`src/common/core_defs.svh`:
```
/* core sizing macros, included by the package and by the RTL that needs widths
   CORE_MUL_LAT must be 2 or more, CORE_QDEPTH at least 2 */
`ifndef CORE_DEFS_SVH
`define CORE_DEFS_SVH

// data path and register width
`define CORE_XLEN 64

// architectural registers, index width follows from this
`define CORE_NREGS 16

// micro-op queue entries
`define CORE_QDEPTH 4

// cycles from deq of a multiply to its writeback
`define CORE_MUL_LAT 3

`endif
```
`src/common/core_pkg.sv`:
```
/* micro-op, flag and writeback types shared by the execute slice
   widths come from core_defs.svh */
`include "core_defs.svh"

package core_pkg;

  localparam int reg_w = $clog2(`CORE_NREGS);

  typedef logic [reg_w-1:0] reg_idx_t;
  typedef logic [`CORE_XLEN-1:0] word_t;

  // codes 10..14 never leave the decoder
  typedef enum logic [3:0] {
    op_add  = 4'd0,
    op_sub  = 4'd1,
    op_and  = 4'd2,
    op_or   = 4'd3,
    op_xor  = 4'd4,
    op_shl  = 4'd5,
    op_shr  = 4'd6,
    op_sar  = 4'd7,
    op_movi = 4'd8,
    op_mul  = 4'd9,
    op_nop  = 4'd15 // illegal opcodes, always skipped
  } op_e;

  typedef struct packed {
    logic carry;
    logic overflow;
    logic negative;
    logic zero;
  } flags_t;

  typedef struct packed {
    op_e        op;
    logic [3:0] cond;
    reg_idx_t   rt;
    reg_idx_t   ra;
    reg_idx_t   rb;
    word_t      imm;     // already sign-extended
    logic       use_imm; // imm replaces rb
  } uop_t;

  typedef struct packed {
    reg_idx_t rt;
    word_t    data;
    flags_t   flags;
    logic     skipped;
  } wb_t;

endpackage

```
`src/verilog/uop_decoder.sv`:
```
/* one-cycle decode of a 32-bit instruction word into a micro-op
   illegal opcodes become op_nop, which execute always skips */
`timescale 1ns/1ps
`include "core_defs.svh"

module uop_decoder (
  input  logic               clk,
  input  logic               rst,
  input  logic               instr_valid,
  input  logic [31:0]        instr,
  output logic               uop_valid,
  output core_pkg::uop_t     uop
);

  logic [3:0]  opcode;
  logic [11:0] imm12;
  logic        legal;

  assign opcode = instr[31:28];
  assign imm12  = instr[11:0];
  assign legal  = opcode <= 4'd9;

  always_ff @(posedge clk) begin
    if (rst) begin
      uop_valid <= 1'b0;
    end else begin
      uop_valid <= instr_valid;
    end
  end

  // payload only, qualified by uop_valid
  always_ff @(posedge clk) begin
    if (instr_valid) begin
      if (legal) begin
        uop.op <= core_pkg::op_e'(opcode);
      end else begin
        uop.op <= core_pkg::op_nop;
      end
      uop.cond <= instr[27:24];
      uop.rt   <= instr[23:20];
      uop.ra   <= instr[19:16];
      uop.rb   <= instr[15:12];
      uop.imm  <= {{(`CORE_XLEN - 12){imm12[11]}}, imm12};
      // movi always takes the immediate, others only when nonzero
      uop.use_imm <= (opcode == core_pkg::op_movi) || (imm12 != 12'd0);
    end
  end

endmodule

```
`config.mk`:
```
export PLATFORM = sky130hd
export DESIGN_NAME = uop_decoder
export DESIGN_NICKNAME = d
export VERILOG_FILES = /design/src/common/core_pkg.sv /design/src/verilog/uop_decoder.sv
export VERILOG_INCLUDE_DIRS = /design/src /design/src/common
export SDC_FILE = /design/constraint.sdc
export NUM_CORES = 1
export LEC_CHECK = 0
export ABC_CLOCK_PERIOD_IN_PS = 1700
export BUFFER_PORTS_ARGS = -buffer_cell sky130_fd_sc_hd__clkbuf_2
export CORE_UTILIZATION = 38
export CTS_BUF_LIST = sky130_fd_sc_hd__clkbuf_16
export DETAILED_ROUTE_END_ITERATION = 7
export GPL_TIMING_DRIVEN = 0
export PLACE_DENSITY = 0.88
export SYNTH_ARGS = -nofsm -noshare
export SYNTH_HDL_FRONTEND = slang
export SYNTH_SLANG_ARGS = --single-unit
```
`constraint.sdc`:
```
create_clock -name clk -period 1.7 [get_ports clk]
set_clock_uncertainty 0.05 [all_clocks]
set_input_delay 0 -clock clk [delete_from_list [all_inputs] [get_ports clk]]
set_output_delay 0 -clock clk [all_outputs]
set_load 0.1 [all_outputs]
```
==> flow_summary.toml, run 1 <==
[status]
outcome = "finished clean"

[setup_path]
worstPathRequired_ns = 1.65
end_kind = "output pin"
critPathLaunch = "uop[12]$_DFFE_PP_"
worst-path-max-fanout = 13
cp_cell_sequence = "buf_4, buf_4, clkbuf_2"
critPathArrivalTime_ns = 1.44
slowest_delay_ns = 0.45
setup.worst_path.class = "flip-flop to output pin"
crit_buf_inv = 3
slowest_stage = "clkbuf_2"
cp_top_family = "buffers and inverters"
cp_common_cell = "buf_4"
startpoint_type = "flip-flop"

[place]
place_ws_ns = -0.3948
io_buffers = 120
place_congestion = 0.6846
dpl-instance-area_um2 = 2136

[grt]
grt_max_degree = 35
gr-usage-all-layers_pct = 20.48
grt_pass1_vias = 1311
grt_overflow = 0
antenna_found_initial = 0
grt_pass1_wl_mm = 6.223

[die]
rows = 22
core_area_um2 = 3689
fp.dieH_um = 64.31
fp.dieW_um = 64.31
dieArea_um2 = 4135
num_io_pins = 121
initial_core_util_pct = 39.99

[detailed_routing]
via_per_inst = 4.207
drt_iter0_drc = 37
drc = 0
postRouteAntennaNets = 0
wl_per_cell_um = 13.38
vias = 1300
drt_pass1_iterations = 4
drt_wl_total_mm = 4.134

[synthesis]
synthTopCellsByArea = "edfxtp_1 (67%), buf_4 (26%), dfxtp_1 (1.4%)"
synth-seq-cells = 34
synth_cells = 97
yosysSeqAreaShare_pct = 68.53
synth_nets = 132
synth.largest_area_cell = "edfxtp_1"
synth_warnings = 0
synth_top_area_share_pct = 67.18
avgSynthCellArea_um2 = 15.21
ys_types = 11
synth_area_um2 = 1475

[timing]
period_minus_slack_ns = 1.491
setup_viol = 0
setup_tns_ns = 0
fin_ws_ns = 0.2086
fmaxAchievable_mhz = 670.5
relSlewSlack_pct = 45.91
tightest_slew_ns = 0.8113
final_hold_viol_count = 0
period_share_pct = 87.73
timing.final.max_slew_violations = 0
rsz0062_at_grt = "false"

[layout]
fin_util_pct = 71.40
num-nets-final = 295
diodes = 0
drive_above_1_share_pct = 70.11
area_growth_pct = 78.54
final_cell_area_um2 = 2634

[clocking]
clockBufferDepth = 2
cts_max_level = 2
cts_resized = 0
clock-sinks = 34
numCtsBuffers = 5
clk_root_buffer_cell = "clkbuf_16"
cts_tree = "built"
clk_pin_slew_ns = 0.05

[flow_run]
cap_violations = 0

[worst_hold_path]
hp-start = "instr[16]"
hold_class = "primary input to flip-flop"

[pwr]
p_per_area_nw_per_um2 = 1326
peakVddDrop_mv = 0.8300
leakage_uw = 0.001329
p_total_uw = 3493
-- cell type report --
cell class | instances | area (um2)
flip-flops and latches | 34 | 1011
well taps | 48 | 60.06
clock inverters | 3 | 12.51
fillers | 243 | 1055
repair buffers | 156 | 960.9
plain buffers | 53 | 394.1
multi-input cells | 10 | 70.07
clock buffers | 5 | 125.1
-- per-layer routing --
| metal | GRT usage, % | up-vias | share of wire (%) |
|---|---|---|---|
| met4 | 8.333 | 0 | 1.4 |
| met1 | 20.92 | 587 | 37 |
| met5 | 0 | - | 0 |
| met3 | 7.679 | 6 | 12 |
| met2 | 37.11 | 96 | 50 |
| li1 | - | 611 | - |
-- flip-flops by register name, summed over array words and instances, names as in the netlist --
register   cells
uop           33
uop_valid      1
-- Yosys cell counts (all sizes together) --
library cell,number
clkbuf,1
buf,52
o21ai,1
dfxtp,1
or4b,1
nand4,1
nor2b,1
nand2b,1
edfxtp,33
nor4,3
a21o,2
-- cell families after synthesis --
kind of cell / Yosys count / synth area share [%]
and+or+nand+nor: 7 / 3.224
DFF: 34 / 68.53
buffers and inverters: 53 / 26.72
AOI/OAI and AO/OA: 3 / 1.527
-- where the power goes --
part	switching [uW]	internal, uW
sequential	21.2	994
clock	309	528
combinational	1340	298
-- final timing paths --
path	to	cells past startpoint	slack, ns
max	uop[57]	3	0.21
min	uop[69]$_DFFE_PP_	2	0.40
-- cells in the final DEF (no fill, tap or decap) --
cell type / n
nand2b_1: 1
nor2b_1: 1
clkinv_1: 1
clkbuf_2: 120
a21o_2: 2
clkinv_2: 1
dfxtp_1: 1
buf_8: 1
or4b_1: 1
o21ai_0: 1
buf_4: 54
clkbuf_16: 5
clkbuf_1: 1
edfxtp_1: 33
dlygate4sd3_1: 33
inv_1: 1
nor4_1: 3
nand4_1: 1
-- per-stage QoR --
stage                     hold WS (ns)  std cells
after floorplan                0.02161         97
after global placement          0.1072        265
after detailed placement        0.1149        265
after CTS                       0.3800        309
after global routing            0.4006        309
final                           0.4037        309
-- what timing repair did --
item                       4_1_cts  5_1_grt
hold buffers                    33        0
setup endpoints to repair       53        0
hold endpoints to repair        34        0
setup buffers                    3        0
(Power assumes the default switching activity.)
==> run 2: changes to the inputs <==
--- a/config.mk
+++ b/config.mk
@@ -6,13 +6,13 @@
 export SDC_FILE = /design/constraint.sdc
 export NUM_CORES = 1
 export LEC_CHECK = 0
-export ABC_CLOCK_PERIOD_IN_PS = 1700
+export ABC_CLOCK_PERIOD_IN_PS = 1250
 export BUFFER_PORTS_ARGS = -buffer_cell sky130_fd_sc_hd__clkbuf_2
-export CORE_UTILIZATION = 38
+export CORE_UTILIZATION = 35
 export CTS_BUF_LIST = sky130_fd_sc_hd__clkbuf_16
 export DETAILED_ROUTE_END_ITERATION = 7
 export GPL_TIMING_DRIVEN = 0
-export PLACE_DENSITY = 0.88
+export PLACE_DENSITY = 0.85
 export SYNTH_ARGS = -nofsm -noshare
 export SYNTH_HDL_FRONTEND = slang
 export SYNTH_SLANG_ARGS = --single-unit
==> constraint.sdc (replaced) <==
create_clock -name clk -period 1.25 [get_ports clk]
set_clock_uncertainty 0.05 [all_clocks]
set_input_delay 0 -clock clk [delete_from_list [all_inputs] [get_ports clk]]
set_output_delay 0 -clock clk [all_outputs]
set_load 0.1 [all_outputs]
==> run 2 against run 1 <==
The run now ends with setup timing left. Clock-buffer cell count unchanged. Final cell count is 0.32% higher. Die area grew 8.3%. Critical path depth unchanged. Non-clock buffer count is 1 lower. Global-route usage rose by 0.22 points. Core utilization increased by 6.2 points.
==> flow_summary.toml, run 2 (synthesized netlist as in run 1, its figures left out) <==
[layout]
final_cell_mix = "clkbuf_2 (66), buf_4 (54), clkbuf_8 (53)"
regMostFlops = "uop"
diodes = 0
fin_util_pct = 77.61
drive_above_1_share_pct = 71.54
top_regs = "uop x33, uop_valid x1"
largest_reg_flops = 33
layout_commonest_cell = "clkbuf_2"
fillers = 209
area_growth_pct = 112.0
num-nets-final = 294

[die]
fp.dieH_um = 66.92
dieArea_um2 = 4478
initial_core_util_pct = 36.61
core_area_um2 = 4029
fp.dieW_um = 66.92
num_io_pins = 121
rows = 23

[clocking]
clockBufferDepth = 2
cts_max_level = 2
clock-sinks = 34
numCtsBuffers = 5
clk_pin_slew_ns = 0.05
clk_root_buffer_cell = "clkbuf_16"
cts_tree = "built"

[worst_hold_path]
hold_class = "primary input to flip-flop"
hold_path_end = "uop[73]$_DFFE_PP_"
worst_hold_path.num_cells = 2
hp-start = "instr[20]"

[grt]
gr-usage-all-layers_pct = 20.70
grt_overflow = 0
grt_pass1_wl_mm = 6.410
grt_max_degree = 35
antenna_found_initial = 0
grt_pass1_vias = 1293

[pwr]
leakage_uw = 0.001483
p_seq_share_pct = 27.4
p_comb_share_pct = 49.5
peakVddDrop_mv = 1.315
pwr-share-clk_pct = 23.0
p_per_area_nw_per_um2 = 1610
swShare_pct = 46.35
power_switching_uw = 2333
p_int_uw = 2701

[timing]
setup_tns_ns = -2.538
setup_viol = 53
tightest_slew_ns = 0.8257
period_share_pct = 105.3
fmaxAchievable_mhz = 760.0
relSlewSlack_pct = 44.95
holdWs_ns = 0.3978
period_minus_slack_ns = 1.316
fin_ws_ns = -0.06573
timing.final.max_slew_violations = 0
rsz0062_at_grt = "true"
final_hold_viol_count = 0

[setup_path]
startpoint_type = "flip-flop"
end_kind = "output pin"
setup.worst_path.class = "flip-flop to output pin"
critPathArrivalTime_ns = 1.27
worstPathRequired_ns = 1.20
worst-path-max-fanout = 14

[place]
place_congestion = 0.7265
place_ws_ns = -0.8583
io_buffers = 120
place_hpwl_mm = 2.205

[detailed_routing]
vias = 1302
wl_per_cell_um = 15.49
drt_wl_total_mm = 4.801
drc = 0
postRouteAntennaNets = 0
drt_pass1_iterations = 4
via_per_inst = 4.200
drt_iter0_drc = 28

[status]
violations = "setup timing"
outcome = "complete, but fails checks"

[flow_run]
cap_violations = 0
-- run 2: how the worst max path moves through the flow --
stage / startpoint / to / slack, ns
after global placement: uop[12]$_DFFE_PP_ / uop[58] / -0.77
after detailed placement: uop[12]$_DFFE_PP_ / uop[62] / -0.86
after CTS: uop[12]$_DFFE_PP_ / uop[16] / -0.07
final: uop[12]$_DFFE_PP_ / uop[31] / -0.07
after global routing: uop[12]$_DFFE_PP_ / uop[31] / -0.11
after floorplan: uop[12]$_DFFE_PP_ / uop[13] / -1.01
-- run 2: routing by layer --
layer / wire length (um) / GRT usage (%)
met5: 0 / 0
met4: 89 / 9.574
met3: 723 / 11.30
met2: 2255 / 34.34
met1: 1734 / 21.09
-- run 2: power groups by stage --
stage	combinational [uW]	sequential, uW	clock [uW]
after global placement	2100	1420	0
after CTS	2460	1380	1170
final	2490	1380	1160
after floorplan	1190	2060	0
after detailed placement	2110	1430	0
after global routing	2540	1390	1220
-- run 2: critical path: stages, from the launching register on --
cell      delay [ns]
edfxtp_1        0.42
buf_4           0.21
buf_4           0.14
clkbuf_8        0.20
-- run 2: cell type report --
| cell class | count | area, um2 | area share, % |
|---|---|---|---|
| Timing Repair Buffer | 155 | 1420 | 45.42 |
| Sequential cell | 34 | 1011 | 32.33 |
| Buffer | 53 | 394.1 | 12.61 |
| Clock buffer | 5 | 125.1 | 4.002 |
| Multi-Input combinational cell | 10 | 97.59 | 3.121 |
| Tap cell | 50 | 62.56 | 2.001 |
| Clock inverter | 3 | 16.27 | 0.5202 |
-- run 2: metrics by stage --
step           std cells  total power [uW]  cell area, um2
4_1_cts              311              5002            3104
5_1_grt              310              5155            3127
6_report             310              5034            3127
3_3_place_gp         267              3520            2138
3_5_place_dp         267              3539            2138
2_1_floorplan         97              3252            1475
-- run 2: what timing repair did --
action / CTS / global route
hold endpoints to repair: 34 / 0
hold buffers: 33 / 0
resized for setup: 106 / 4
setup buffers: 3 / 0
setup endpoints to repair: 53 / 53
pin swaps: 0 / 0
==> run 3: changes to the inputs <==
--- a/config.mk
+++ b/config.mk
@@ -12,6 +12,7 @@
 export CTS_BUF_LIST = sky130_fd_sc_hd__clkbuf_16
 export DETAILED_ROUTE_END_ITERATION = 7
 export GPL_TIMING_DRIVEN = 0
+export MAX_ROUTING_LAYER = met4
 export PLACE_DENSITY = 0.85
 export SYNTH_ARGS = -nofsm -noshare
 export SYNTH_HDL_FRONTEND = slang
==> run 3 against run 2 <==
Die area did not move. Critical endpoint unchanged. Via count rose by 1.7%. The run still ends with setup timing left. Largest power group unchanged. First-iteration DRC count rose by 46%. Core utilization did not move. Combinational power barely moved. Sequential share of layout area did not move.
==> flow_summary.toml, run 3 (synthesized netlist as in run 1, its figures left out) <==
[status]
outcome = "complete, but fails checks"
violations = "setup timing"

[detailed_routing]
dr_wl_met3_um = 720
postRouteAntennaNets = 0
drc = 0
drt_wl_total_mm = 4.823
wl_met2_mm = 2.276
drt_pass1_iterations = 4
met1_length_mm = 1.749
highest_layer = "met4"
via_per_inst = 4.271
vias = 1324
wl_per_cell_um = 15.56
drt_iter0_drc = 41

[timing]
setup_viol = 53
fmaxAchievable_mhz = 759.9
setup_tns_ns = -2.535
relSlewSlack_pct = 44.03
tightest_slew_ns = 0.8395
period_share_pct = 105.3
timing.final.max_slew_violations = 0
final_hold_viol_count = 0
rsz0062_at_grt = "true"
period_minus_slack_ns = 1.316
fin_ws_ns = -0.06603

[grt]
antenna_found_initial = 0
grt_overflow = 0
grt_pass1_wl_mm = 6.375
grt_pass1_vias = 1304
gr-usage-all-layers_pct = 21.26
grt_max_degree = 35

[clocking]
clk_pin_slew_ns = 0.05
clockBufferDepth = 2
clock-sinks = 34
cts_max_level = 2
cts_tree = "built"
clk_root_buffer_cell = "clkbuf_16"
numCtsBuffers = 5

[place]
place_congestion = 0.7352
dpl-instance-area_um2 = 2138
place_hpwl_mm = 2.205
io_buffers = 120

[pwr]
p_per_area_nw_per_um2 = 1610
peakVddDrop_mv = 1.315
leakage_uw = 0.001483
p_total_uw = 5034

[die]
fp.dieH_um = 66.92
dieArea_um2 = 4478
fp.dieW_um = 66.92
core_area_um2 = 4029
rows = 23
initial_core_util_pct = 36.61
num_io_pins = 121

[setup_path]
worstPathRequired_ns = 1.20
worst-path-max-fanout = 14
critPathLaunch = "uop[12]$_DFFE_PP_"
setup.worst_path.class = "flip-flop to output pin"
endpoint = "uop[31]"
end_kind = "output pin"
critPathArrivalTime_ns = 1.27
startpoint_type = "flip-flop"

[worst_hold_path]
hold_class = "primary input to flip-flop"

[layout]
largest_reg_flops = 33
layout_commonest_cell = "clkbuf_2"
top_regs = "uop x33, uop_valid x1"
final_cell_area_um2 = 3127
drive_above_1_share_pct = 71.54
final_cell_mix = "clkbuf_2 (66), buf_4 (54), clkbuf_8 (53)"
num-nets-final = 294
diodes = 0
regMostFlops = "uop"
area_growth_pct = 112.0

[flow_run]
cap_violations = 0
run 3: cell counts in the layout (fill, tap and decap cells not counted):
No cell type changed its count.
run 3: layer usage:
layer / global-route usage [%] / up-vias
li1: - / 609
met1: 22.84 / 590
met2: 34.34 / 117
met3: 8.562 / 8
met4: 9.574 / 0
met5: - / -
run 3: repair_timing:
item	4_1_cts	5_1_grt
gates cloned	0	0
endpoints found under the hold margin	34	0
setup endpoints to repair	53	53
hold buffers	33	0
gates resized for setup	106	4
buffers inserted	3	0
run 3: worst min path at each step:
stage / startpoint / endpoint / slack (ns) / cells after the start
after floorplan: rst / uop_valid$_SDFF_PP0_ / 0.02 / 1
after global placement: rst / uop_valid$_SDFF_PP0_ / 0.11 / 2
after detailed placement: rst / uop_valid$_SDFF_PP0_ / 0.11 / 2
after CTS: rst / uop_valid$_SDFF_PP0_ / 0.36 / 3
after global routing: instr[20] / uop[73]$_DFFE_PP_ / 0.39 / 2
final: instr[20] / uop[73]$_DFFE_PP_ / 0.40 / 2
run 3: layout make-up:
cell class                      instances  area, um2
Tap cell                               50      62.56
Fill cell                             209      902.1
Timing Repair Buffer                  155       1420
Sequential cell                        34       1011
Clock buffer                            5      125.1
Clock inverter                          3      16.27
Buffer                                 53      394.1
Multi-Input combinational cell         10      97.59
run 3: where the power goes:
group	internal, uW	switching (uW)	leakage, uW
combinational	624	1870	0.00108
clock	725	433	0.0000672
sequential	1350	29.7	0.000332
run 3: metrics by stage:
stage	hold WS, ns	std cells	util [%]	worst slack, ns
floorplan	0.02161	97	-	-1.009
global placement	0.1083	267	53.07	-0.7712
detailed placement	0.1109	267	53.07	-0.8583
CTS	0.3632	311	77.05	-0.06994
global route	0.3935	310	77.61	-0.1139
finish	0.3989	310	77.61	-0.06603
run 3: worst max-delay path, cell delays in order, from the launching register on:
cell and delay, ns:
edfxtp_1 0.42, buf_4 0.21, buf_4 0.15, clkbuf_8 0.20
