$ cat config.mk
export PLATFORM = sky130hd
export DESIGN_NAME = uop_queue
export DESIGN_NICKNAME = d
export VERILOG_FILES = /design/src/common/core_pkg.sv /design/src/verilog/uop_queue.sv
export VERILOG_INCLUDE_DIRS = /design/src /design/src/common
export SDC_FILE = /design/constraint.sdc
export NUM_CORES = 1
export LEC_CHECK = 0
export BUFFER_PORTS_ARGS = -buffer_cell sky130_fd_sc_hd__buf_2
export CORE_ASPECT_RATIO = 1.5
export CORE_MARGIN = 4
export CORE_UTILIZATION = 54
export CTS_BUF_LIST = sky130_fd_sc_hd__clkbuf_2
export DETAILED_ROUTE_END_ITERATION = 8
export PLACE_DENSITY = 0.84
export SYNTH_ARGS = -nofsm -noshare
export SYNTH_HDL_FRONTEND = slang
export SYNTH_SLANG_ARGS = --single-unit
$ cat constraint.sdc
create_clock -name clk -period 2.61 [get_ports clk]
set_input_delay 0.3915 -clock clk [delete_from_list [all_inputs] [get_ports clk]]
set_output_delay 0.3915 -clock clk [all_outputs]
set_load 0.01 [all_outputs]
$ cat src/common/core_defs.svh
/* core sizing macros, included by the package and by the RTL that needs widths
   CORE_MUL_LAT must be 2 or more, CORE_QDEPTH at least 2 */
`ifndef CORE_DEFS_SVH
`define CORE_DEFS_SVH

// data path and register width
`define CORE_XLEN 64

// architectural registers, index width follows from this
`define CORE_NREGS 16

// micro-op queue entries
`define CORE_QDEPTH 4

// cycles from deq of a multiply to its writeback
`define CORE_MUL_LAT 3

`endif
$ cat src/common/core_pkg.sv
/* micro-op, flag and writeback types shared by the execute slice
   widths come from core_defs.svh */
`include "core_defs.svh"

package core_pkg;

  localparam int reg_w = $clog2(`CORE_NREGS);

  typedef logic [reg_w-1:0] reg_idx_t;
  typedef logic [`CORE_XLEN-1:0] word_t;

  // codes 10..14 never leave the decoder
  typedef enum logic [3:0] {
    op_add  = 4'd0,
    op_sub  = 4'd1,
    op_and  = 4'd2,
    op_or   = 4'd3,
    op_xor  = 4'd4,
    op_shl  = 4'd5,
    op_shr  = 4'd6,
    op_sar  = 4'd7,
    op_movi = 4'd8,
    op_mul  = 4'd9,
    op_nop  = 4'd15 // illegal opcodes, always skipped
  } op_e;

  typedef struct packed {
    logic carry;
    logic overflow;
    logic negative;
    logic zero;
  } flags_t;

  typedef struct packed {
    op_e        op;
    logic [3:0] cond;
    reg_idx_t   rt;
    reg_idx_t   ra;
    reg_idx_t   rb;
    word_t      imm;     // already sign-extended
    logic       use_imm; // imm replaces rb
  } uop_t;

  typedef struct packed {
    reg_idx_t rt;
    word_t    data;
    flags_t   flags;
    logic     skipped;
  } wb_t;

endpackage

$ cat src/verilog/uop_queue.sv
/* circular micro-op buffer, CORE_QDEPTH entries
   busy rises one entry early to leave room for the uop held in the decoder
   a write into a full queue without a deq is dropped */
`timescale 1ns/1ps
`include "core_defs.svh"

module uop_queue (
  input  logic           clk,
  input  logic           rst,
  input  logic           wr,
  input  core_pkg::uop_t wr_data,
  input  logic           deq,
  output logic           head_valid,
  output core_pkg::uop_t head,
  output logic           busy
);

  localparam int depth = `CORE_QDEPTH;
  localparam int ptr_w = $clog2(depth);
  localparam int cnt_w = $clog2(depth + 1);

  core_pkg::uop_t   mem [depth];
  logic [ptr_w-1:0] rd_ptr;
  logic [ptr_w-1:0] wr_ptr;
  logic [cnt_w-1:0] count;
  logic             full;
  logic             push;
  logic             pop;

  assign full       = count == cnt_w'(depth);
  assign pop        = deq && head_valid;
  assign push       = wr && (!full || pop);
  assign head_valid = count != '0;
  assign head       = mem[rd_ptr];
  assign busy       = count >= cnt_w'(depth - 1);

  always_ff @(posedge clk) begin
    if (rst) begin
      rd_ptr <= '0;
      wr_ptr <= '0;
      count  <= '0;
    end else begin
      if (push) wr_ptr <= (wr_ptr == ptr_w'(depth - 1)) ? '0 : wr_ptr + 1'b1;
      if (pop)  rd_ptr <= (rd_ptr == ptr_w'(depth - 1)) ? '0 : rd_ptr + 1'b1;
      if (push && !pop) begin
        count <= count + 1'b1;
      end else if (pop && !push) begin
        count <= count - 1'b1;
      end
    end
  end

  always_ff @(posedge clk) begin
    if (push) mem[wr_ptr] <= wr_data;
  end

endmodule

==> results.txt, run 1 <==
result of the run -> complete, but fails checks
violations in the final reports -> negative setup slack
Yosys warning count -> 0
synthesized-area fraction occupied by and/or/nand/nor cells -> 0.00836
relative slew slack -> 0.518
die height -> 196 um
count of mapped cells out of synthesis -> 491
setup_tns -> -1.02 ns
CTS tree -> done
pin count of the biggest net entering global routing -> 86
Die Width -> 133 um
fin util -> 0.705
share of the yosys chip area belonging to registers -> 0.817
final weighted congestion in routability-driven placement -> 0.764
max-capacitance violation count -> 0
Slew Limit Fails -> 0
nets -> 934
dominant combinational cell family by area after synthesis -> multiplexers
clock root cell -> clkbuf_2
worst min-delay path endpoint -> mem[0][19]
count of clock tree sinks -> 349
number of different library cells in the post-synthesis netlist -> 27
count of antenna-violating nets left after detailed routing -> 0
Detailed Routing Iterations Pass 1 -> 5
slew at the pin closest to its max-slew limit -> 0.723 ns
global-route wire length before repair -> 41.2 mm
multi-input combinational cell area -> 2220 um^2
hpwl dp -> 14.5 mm
post-placement cell area -> 14100 um^2
launching element type of the critical path -> register
instance count along the most critical hold path -> 2
crit end category -> primary output
maximum clock path buffer count -> 3
most common library cell in the layout ignoring fill and taps -> edfxtp_1
placeable core region -> 23100 um^2
number of failing setup endpoints in the final timing report -> 57
worst setup skew after layout -> 0.0825 ns
unrepaired setup endpoints after global routing -> true
total congestion overflow -> 0
Setup WS post-layout -> -0.0637 ns
Worst Path Max Fanout -> 7
total of buffers placed on input and output ports -> 175
worst hold slack -> 0.255 ns
syn_area_per_cell -> 25.9 um^2
DRC -> 0
drt total wl -> 28.1 mm
Seq. cell area -> 10400 um^2
leakage power of the design -> 5.74 nW
initial standard-cell utilization of the core -> 0.550
adder and majority gate portion of the synthesized area -> 0.00748
layout cell share with drive strength beyond 1 -> 0.476
Inserted Clock Buffers -> 77
vias in the first global route -> 7249
cell depth of the worst flop-to-flop path -> 7
data required time at the worst endpoint -> 2.22 ns
reg-to-reg startpoint -> count[0]
# rows -> 68
Max Clock Freq -> 374 MHz
H-tree Lvls -> 3
total of fill cells in the finished design -> 1422
end of the worst register-to-register path -> count[2]
GRT Resource Usage Total -> 0.211
summed instance area of the synthesized netlist -> 12700 um^2
final count of hold timing violations -> 0
Post-Place Cells -> 972
count of placed standard cells in the final layout, fillers left out -> 1212
number of antenna violations at the first check in global routing -> 4
Wirelength per Cell -> 23.1 um
WS Path Type -> reg2out
worst hold path class -> in2reg
number of design-rule violations left by the first detailed-router iteration -> 437
per-cell via count in the routed design -> 5.49
Vias -> 6659
# IOs -> 176
Period minus WS final -> 2.67 ns
critical path arrival -> 2.28 ns
xor and xnor fraction of the mapped netlist area -> 0.00138
Die Area -> 26100 um^2
total non-filler cell area in the finished layout -> 16300 um^2
mux cell area share after synthesis -> 0.152
most frequent cells in the layout -> edfxtp_1, clkbuf_2, buf_2
Layout area overhead -> 28.2%
worst-skew pair later-pin latency -> 0.90 ns
total power divided by cell area -> 841 nW/um^2
IR Drop Worst-Case VDD -> 586 uV
total of flip-flops plus latches after synthesis -> 349
clock slew seen by the registers of the worst setup and hold paths -> 0.15 ns
share of the clock period used by the worst path -> 1.02
synthesized net count -> 587
setup slack, reg-to-reg -> 0.25 ns
Hold Path Origin -> wr_data[19]
compound-cell area share of the yosys netlist -> 0.00443
## kinds of logic (layout without fill, tap and decap cells)
| kind of cell | count (synthesis) | in the layout |
|---|---|---|
| multiplexers | 87 | 87 |
| AO/OA/AOI/OAI | 7 | 7 |
| buffers and inverters | 23 | 425 |
| AND/OR/NAND/NOR | 16 | 16 |
| other | 0 | 4 |
| adder cells (fa/ha/maj) | 7 | 7 |
| flip-flops | 349 | 349 |
| XOR/XNOR | 2 | 2 |
## through the flow
step	worst slack [ns]	power, mW
4_1_cts	-0.109	13.6
2_1_floorplan	0.472	8.59
3_5_place_dp	0.272	9.63
5_1_grt	-0.195	14.4
6_report	-0.0637	13.7
3_3_place_gp	0.329	9.53
## how the worst max path moves through the flow
stage / start / end / slack [ns] / cells past startpoint
after floorplan: count[0] / mem[0][0] / 0.47 / 2
after global placement: deq / count[2] / 0.33 / 9
after detailed placement: count[0] / count[2] / 0.27 / 7
after CTS: register / head[51] / -0.11 / 4
after global routing: register / head[26] / -0.20 / 4
final: register / head[12] / -0.06 / 4
## area by class of cell
type / count / share of cell area
multi-input combinational: 119 / 0.136
clock inverter: 14 / 0.00338
inverter: 3 / 0.000690
clock buffer: 120 / 0.0368
sequential: 349 / 0.637
antenna: 4 / 0.000614
timing repair buffer: 288 / 0.160
tap: 315 / 0.0242
## what timing repair did
item                       4_1_cts  5_1_grt
setup buffers                    4        0
setup endpoints to repair       85       85
gates cloned                     8        2
gates resized for setup         58       15
hold endpoints to repair       349        0
hold buffers                    88        0
## power by group
| group | internal (mW) | leakage (nW) | switching, mW |
|---|---|---|---|
| clock network | 1.20 | 0.541 | 2.00 |
| logic | 2.03 | 2.00 | 1.68 |
| registers | 6.64 | 3.19 | 0.171 |
## flip-flops by register name, indices dropped and copies added (netlist names), named ones only
name    count
rd_ptr      2
mem       340
wr_ptr      2
count       3
## routing by layer
metal	share of wire	global-route usage
met3	0.062	0.0487
met2	0.56	0.374
met5	0	0
met1	0.35	0.251
met4	0.025	0.0865
## worst max-delay path: stages (launching register included)
cell and delay (ns):
dfxtp_4 0.40, buf_12 0.17, clkbuf_16 0.19, mux4_2 0.54, buf_6 0.15
## cells in the mapped netlist
library cell	count	share of area
nor3_1	1	0.00039
buf_4	6	0.0035
nand2_1	1	0.00029
nand4b_1	1	0.00069
o31ai_1	1	0.00059
a21o_2	1	0.00069
mux2i_1	2	0.0016
nor2_1	3	0.00089
edfxtp_1	340	0.80
fa_1	1	0.0016
and3_2	4	0.0024
mux4_2	85	0.15
o21ai_0	1	0.00039
buf_2	8	0.0031
nand3_1	1	0.00039
ha_1	6	0.0059
xor2_1	2	0.0014
clkbuf_1	5	0.0015
buf_1	1	0.00029
o31ai_2	2	0.0020
a21oi_1	2	0.00079
inv_1	3	0.00089
dfxtp_1	9	0.014
or4b_4	1	0.0011
or3_2	1	0.00059
or3_1	2	0.00098
and2_4	1	0.00069
Note: power is estimated with default switching activity, not from simulation.
==> inputs of run 2 (changes only) <==
==> constraint.sdc (replaced) <==
create_clock -name clk -period 2.61 [get_ports clk]
set_input_delay 0.3915 -clock clk [delete_from_list [all_inputs] [get_ports clk]]
set_output_delay 0.3915 -clock clk [all_outputs]
set_load 0.02 [all_outputs]
==> run 2 against run 1 <==
  * Register-to-register slack worse by 0.03 ns
  * Clock power is 3% lower
  * The flow still finishes with violations (negative setup slack)
  * Critical path depth stayed put
  * Via count is 2.4% lower
  * Wire length is 1.9% lower
  * Combinational power is 17% higher
  * Maximum frequency is 0.31% higher
  * Count of clock-buffer cells in the layout is 6 lower
  * Global-route usage is 0.27 points lower
  * Final cell count is 0.17% lower
==> results.txt, run 2 (same netlist as run 1, synthesis figures left out) <==
violations in the final reports -> negative setup slack
number of failing setup endpoints in the final timing report -> 78
number of antenna violations at the first check in global routing -> 3
max-capacitance violation count -> 0
count of clock tree sinks -> 349
launching element type of the critical path -> register
largest register by flop count -> mem
Setup WS post-layout -> -0.0553 ns
# IOs -> 176
GRT Resource Usage Total -> 0.209
share of the clock period used by the worst path -> 1.02
layout cell share with drive strength beyond 1 -> 0.466
relative slew slack -> 0.567
global-route wire length before repair -> 41.2 mm
clock root cell -> clkbuf_2
Worst Path Max Fanout -> 8
drt total wl -> 27.5 mm
final weighted congestion in routability-driven placement -> 0.747
Layout area overhead -> 29.8%
leakage power of the design -> 5.78 nW
count of placed standard cells in the final layout, fillers left out -> 1210
setup_tns -> -1.32 ns
critical path arrival -> 2.27 ns
Worst path top cell family by delay -> multiplexers
vias in the first global route -> 7265
worst path buffer plus inverter count -> 3
worst setup skew after layout -> 0.0753 ns
final count of hold timing violations -> 0
Crit path largest cell delay -> 0.55 ns
Critical Path Slowest Stage Cell -> mux4_2
CTS tree -> done
H-tree Lvls -> 3
number of flip-flops under the largest register name -> 340
Max Clock Freq -> 375 MHz
number of design-rule violations left by the first detailed-router iteration -> 493
per-cell via count in the routed design -> 5.37
total of fill cells in the finished design -> 1371
total of buffers placed on input and output ports -> 175
count of antenna-violating nets left after detailed routing -> 0
Inserted Clock Buffers -> 75
Die Width -> 133 um
crit end category -> primary output
total congestion overflow -> 0
slew at the pin closest to its max-slew limit -> 0.650 ns
Slew Limit Fails -> 0
clock slew seen by the registers of the worst setup and hold paths -> 0.11 ns
initial standard-cell utilization of the core -> 0.550
multi-input combinational cell area -> 2220 um^2
Die Area -> 26100 um^2
# rows -> 68
maximum clock path buffer count -> 3
Period minus WS final -> 2.67 ns
pin count of the biggest net entering global routing -> 53
unrepaired setup endpoints after global routing -> true
largest registers -> mem (340), count (3)
worst-skew pair later-pin latency -> 0.84 ns
DRC -> 0
Post-Place Cells -> 972
most common library cell in the layout ignoring fill and taps -> edfxtp_1
placeable core region -> 23100 um^2
cell-by-cell trace of the critical path -> buf_8 -> buf_16 -> mux4_2 -> buf_6
result of the run -> complete, but fails checks
hpwl dp -> 14.9 mm
worst hold path class -> in2reg
Vias -> 6501
Seq. cell area -> 10400 um^2
IR Drop Worst-Case VDD -> 628 uV
most frequent cells in the layout -> edfxtp_1, clkbuf_2, buf_2
Detailed Routing Iterations Pass 1 -> 4
die height -> 196 um
Wirelength per Cell -> 22.8 um
total power divided by cell area -> 863 nW/um^2
data required time at the worst endpoint -> 2.22 ns
WS Path Type -> reg2out
nets -> 935
## run 2: cell types whose count changed in the layout (fill, tap and decap cells not counted)
cell,change
buf_8,+4
clkbuf_2,-6
buf_2,-22
clkbuf_16,+3
buf_4,-2
buf_12,-2
clkinv_1,+8
diode_2,-1
inv_2,-6
buf_6,+22
## run 2: stage by stage
stage           util  cell area, um^2  worst slack, ns  hold slack (ns)  total power [mW]
3_5_place_dp   0.608            14100            0.293            0.486              10.0
2_1_floorplan      -            12700            0.472            0.463              8.99
5_1_grt        0.713            16500           -0.178            0.225              14.9
3_3_place_gp   0.608            14100            0.346            0.499              9.94
6_report       0.713            16500          -0.0553            0.301              14.2
4_1_cts        0.698            16100           -0.136            0.218              13.9
## run 2: report_power, final
group	switching (mW)	internal, mW	leakage [nW]
clock	1.96	1.14	0.503
combinational	2.08	2.26	2.08
sequential	0.155	6.63	3.19
total	4.20	10.0	5.78
## run 2: routing by layer
layer  track usage  wire length (um)  vias up
met5             0                 0        -
met4        0.0766               627        0
met3        0.0503              1570       53
met2         0.374             15400      268
met1         0.245              9910     3313
li1              -                 -     2867
## run 2: cell type report
cell class	count	area share
clock buffer	114	0.0346
multi-input combinational	119	0.135
tap	315	0.0239
antenna	3	0.000455
sequential	349	0.630
timing repair buffer	291	0.172
inverter	3	0.000682
clock inverter	16	0.00379
## run 2: final timing paths
| path | to | depth (start not counted) | slack, ns | start |
|---|---|---|---|---|
| worst min-delay path | mem[1][75] | 2 | 0.30 | wr_data[75] |
| worst max register to register | count[2] | 7 | 0.22 | count[0] |
| worst min register to register | rd_ptr[0] | 2 | 0.52 | rd_ptr[0] |
| worst max-delay path | head[46] | 4 | -0.06 | register |
## run 2: worst reg2reg max path: stages, from the launching register on
cell	delay, ns
dfxtp_1	0.39
o31ai_1	0.52
ha_1	0.31
inv_1	0.08
fa_1	0.38
xor2_1	0.18
or3_1	0.31
a21oi_1	0.15
## run 2: what timing repair did
| item | 4_1_cts | 5_1_grt |
|---|---|---|
| setup endpoints to repair | 85 | 85 |
| gates cloned | 7 | 5 |
| endpoints found under the hold margin | 349 | 0 |
| hold buffers | 88 | 0 |
| setup buffers | 5 | 0 |
| resized for setup | 107 | 74 |
| pin swaps | 0 | 0 |
==> inputs of run 3 (changes only) <==
--- a/config.mk
+++ b/config.mk
@@ -6,13 +6,13 @@
 export SDC_FILE = /design/constraint.sdc
 export NUM_CORES = 1
 export LEC_CHECK = 0
-export BUFFER_PORTS_ARGS = -buffer_cell sky130_fd_sc_hd__buf_2
 export CORE_ASPECT_RATIO = 1.5
 export CORE_MARGIN = 4
 export CORE_UTILIZATION = 54
-export CTS_BUF_LIST = sky130_fd_sc_hd__clkbuf_2
+export CTS_CLUSTER_DIAMETER = 150
 export DETAILED_ROUTE_END_ITERATION = 8
-export PLACE_DENSITY = 0.84
+export DONT_BUFFER_PORTS = 1
+export PLACE_DENSITY = 0.77
 export SYNTH_ARGS = -nofsm -noshare
 export SYNTH_HDL_FRONTEND = slang
 export SYNTH_SLANG_ARGS = --single-unit
==> run 3 against run 2 <==
  * The flow now finishes without violations
  * First-iteration DRC count fell by 19%
  * Critical path depth fell by 2
  * Register-to-register slack improved by 0.14 ns
  * Core utilization fell by 6.5 points
  * Worst setup slack improved by 0.30 ns
  * Sequential power barely moved
  * Clock skew fell by 0.065 ns
  * Wire length fell by 17%
  * Clock power rose by 34%
  * Die area did not move
  * Count of clock-buffer cells in the layout fell by 78
==> results.txt, run 3 (same netlist as run 1, synthesis figures left out) <==
length of routed met3 wiring -> 1.45 mm
die height -> 196 um
CTS tree -> done
maximum clock path buffer count -> 3
Setup WS post-layout -> 0.241 ns
total non-filler cell area in the finished layout -> 15000 um^2
GRT Resource Usage Total -> 0.177
relative slew slack -> 0.535
worst setup skew after layout -> 0.00984 ns
unrepaired setup endpoints after global routing -> false
placeable core region -> 23100 um^2
worst hold path class -> in2reg
Seq pwr share -> 0.498
Detailed Routing Iterations Pass 1 -> 4
layout cell share with drive strength beyond 1 -> 0.240
count of placed standard cells in the final layout, fillers left out -> 938
number of design-rule violations left by the first detailed-router iteration -> 397
vias in the first global route -> 5861
nets -> 697
drt total wl -> 23.0 mm
Layout area overhead -> 17.9%
WS Path Type -> reg2out
combinational fraction of design power -> 0.197
hpwl dp -> 13.5 mm
top routing layer in use -> met5
clock root cell -> clkbuf_16
critical path arrival -> 1.98 ns
initial standard-cell utilization of the core -> 0.550
H-tree Lvls -> 1
IR Drop Worst-Case VDD -> 614 uV
total of buffers placed on input and output ports -> 0
most frequent cells in the layout -> edfxtp_1, dlygate4sd3_1, mux4_2
post-placement setup slack -> 0.393 ns
launching element type of the critical path -> register
Worst Path Max Fanout -> 28
share of the clock period used by the worst path -> 0.908
number of failing setup endpoints in the final timing report -> 0
Inserted Clock Buffers -> 30
Slew Limit Fails -> 0
data required time at the worst endpoint -> 2.22 ns
pin count of the biggest net entering global routing -> 44
# IOs -> 176
final weighted congestion in routability-driven placement -> 0.745
share of total power consumed by net switching -> 0.266
crit end category -> primary output
DRC -> 0
clock share of power -> 0.306
detailed-route wire length on metal 1 -> 8.31 mm
Wirelength per Cell -> 24.5 um
result of the run -> finished, final reports clean
count of clock tree sinks -> 349
Max Clock Freq -> 422 MHz
Period minus WS final -> 2.37 ns
clock slew seen by the registers of the worst setup and hold paths -> 0.07 ns
final count of hold timing violations -> 0
setup_tns -> 0 ns
Die Width -> 133 um
per-cell via count in the routed design -> 5.72
largest registers -> mem (340), count (3)
Vias -> 5364
fin util -> 0.648
number of flip-flops under the largest register name -> 340
post-CTS setup buffer count -> 0
count of antenna-violating nets left after detailed routing -> 0
total power divided by cell area -> 912 nW/um^2
slew at the pin closest to its max-slew limit -> 0.697 ns
# rows -> 68
leakage power of the design -> 4.69 nW
global-route wire length before repair -> 35.3 mm
routed wire length on met2 -> 12.6 mm
count of instances resized after the clock tree is built -> 0
max-capacitance violation count -> 0
post-placement cell area -> 13200 um^2
total congestion overflow -> 0
Int Pwr -> 10.0 mW
most common library cell in the layout ignoring fill and taps -> edfxtp_1
Die Area -> 26100 um^2
Sw Pwr -> 3.64 mW
Post-Place Cells -> 797
largest register by flop count -> mem
number of antenna violations at the first check in global routing -> 4
worst-skew pair later-pin latency -> 0.55 ns
[run 3: cell count changes in the layout (fill, tap and decap cells not counted), moves of 2 or more]
cell | previous run | this run
buf_16 | 9 | 0
buf_2 | 97 | 0
buf_4 | 2 | 4
buf_6 | 80 | 0
buf_8 | 4 | 0
bufinv_16 | 0 | 2
clkbuf_1 | 0 | 5
clkbuf_16 | 5 | 31
clkbuf_2 | 114 | 0
clkinv_1 | 14 | 7
clkinv_2 | 2 | 6
diode_2 | 3 | 1
[run 3: final timing paths]
| path | startpoint | to | slack, ns | depth (start not counted) |
|---|---|---|---|---|
| worst min-delay path | wr | wr_ptr[1] | 0.03 | 2 |
| worst max register to register | count[0] | count[2] | 0.36 | 8 |
| worst max-delay path | register | head[61] | 0.24 | 2 |
| worst min register to register | rd_ptr[0] | register | 0.51 | 2 |
[run 3: worst max-delay path, stage by stage, from the launching register on]
cell     delay [ns]
dfxtp_4        0.62
buf_4          0.34
mux4_2         0.46
[run 3: timing repair]
action                                  in CTS  in global routing
hold endpoints to repair                   349                  0
hold buffers                                87                  0
endpoints found under the setup margin       0                  0
[run 3: metrics by stage]
step	power (mW)	hold slack [ns]
2_1_floorplan	8.99	0.463
3_3_place_gp	9.45	0.462
3_5_place_dp	9.53	0.463
4_1_cts	13.9	0.000964
5_1_grt	14.2	0.0296
6_report	13.7	0.0345
[run 3: final cells by class]
cell class	count	area [um^2]
diodes	1	2.50
inverters	3	11.3
clock inverters	17	133
clock buffers	36	795
well taps	315	394
flip-flops and latches	349	10400
repair buffers	98	1040
multi-input cells	119	2220
fillers	1485	8140
[run 3: layer usage]
layer  up-vias  track usage
met5         -            0
met1      2783        0.215
li1       2332            -
met3        56       0.0434
met4         6       0.0507
met2       187        0.315
[run 3: power by group through the flow]
stage / clock network (mW) / logic [mW] / registers (mW)
finish: 4.18 / 2.69 / 6.81
global route: 4.51 / 2.87 / 6.85
CTS: 4.27 / 2.77 / 6.82
detailed placement: 0 / 2.59 / 6.94
global placement: 0 / 2.56 / 6.89
floorplan: 0 / 2.13 / 6.85
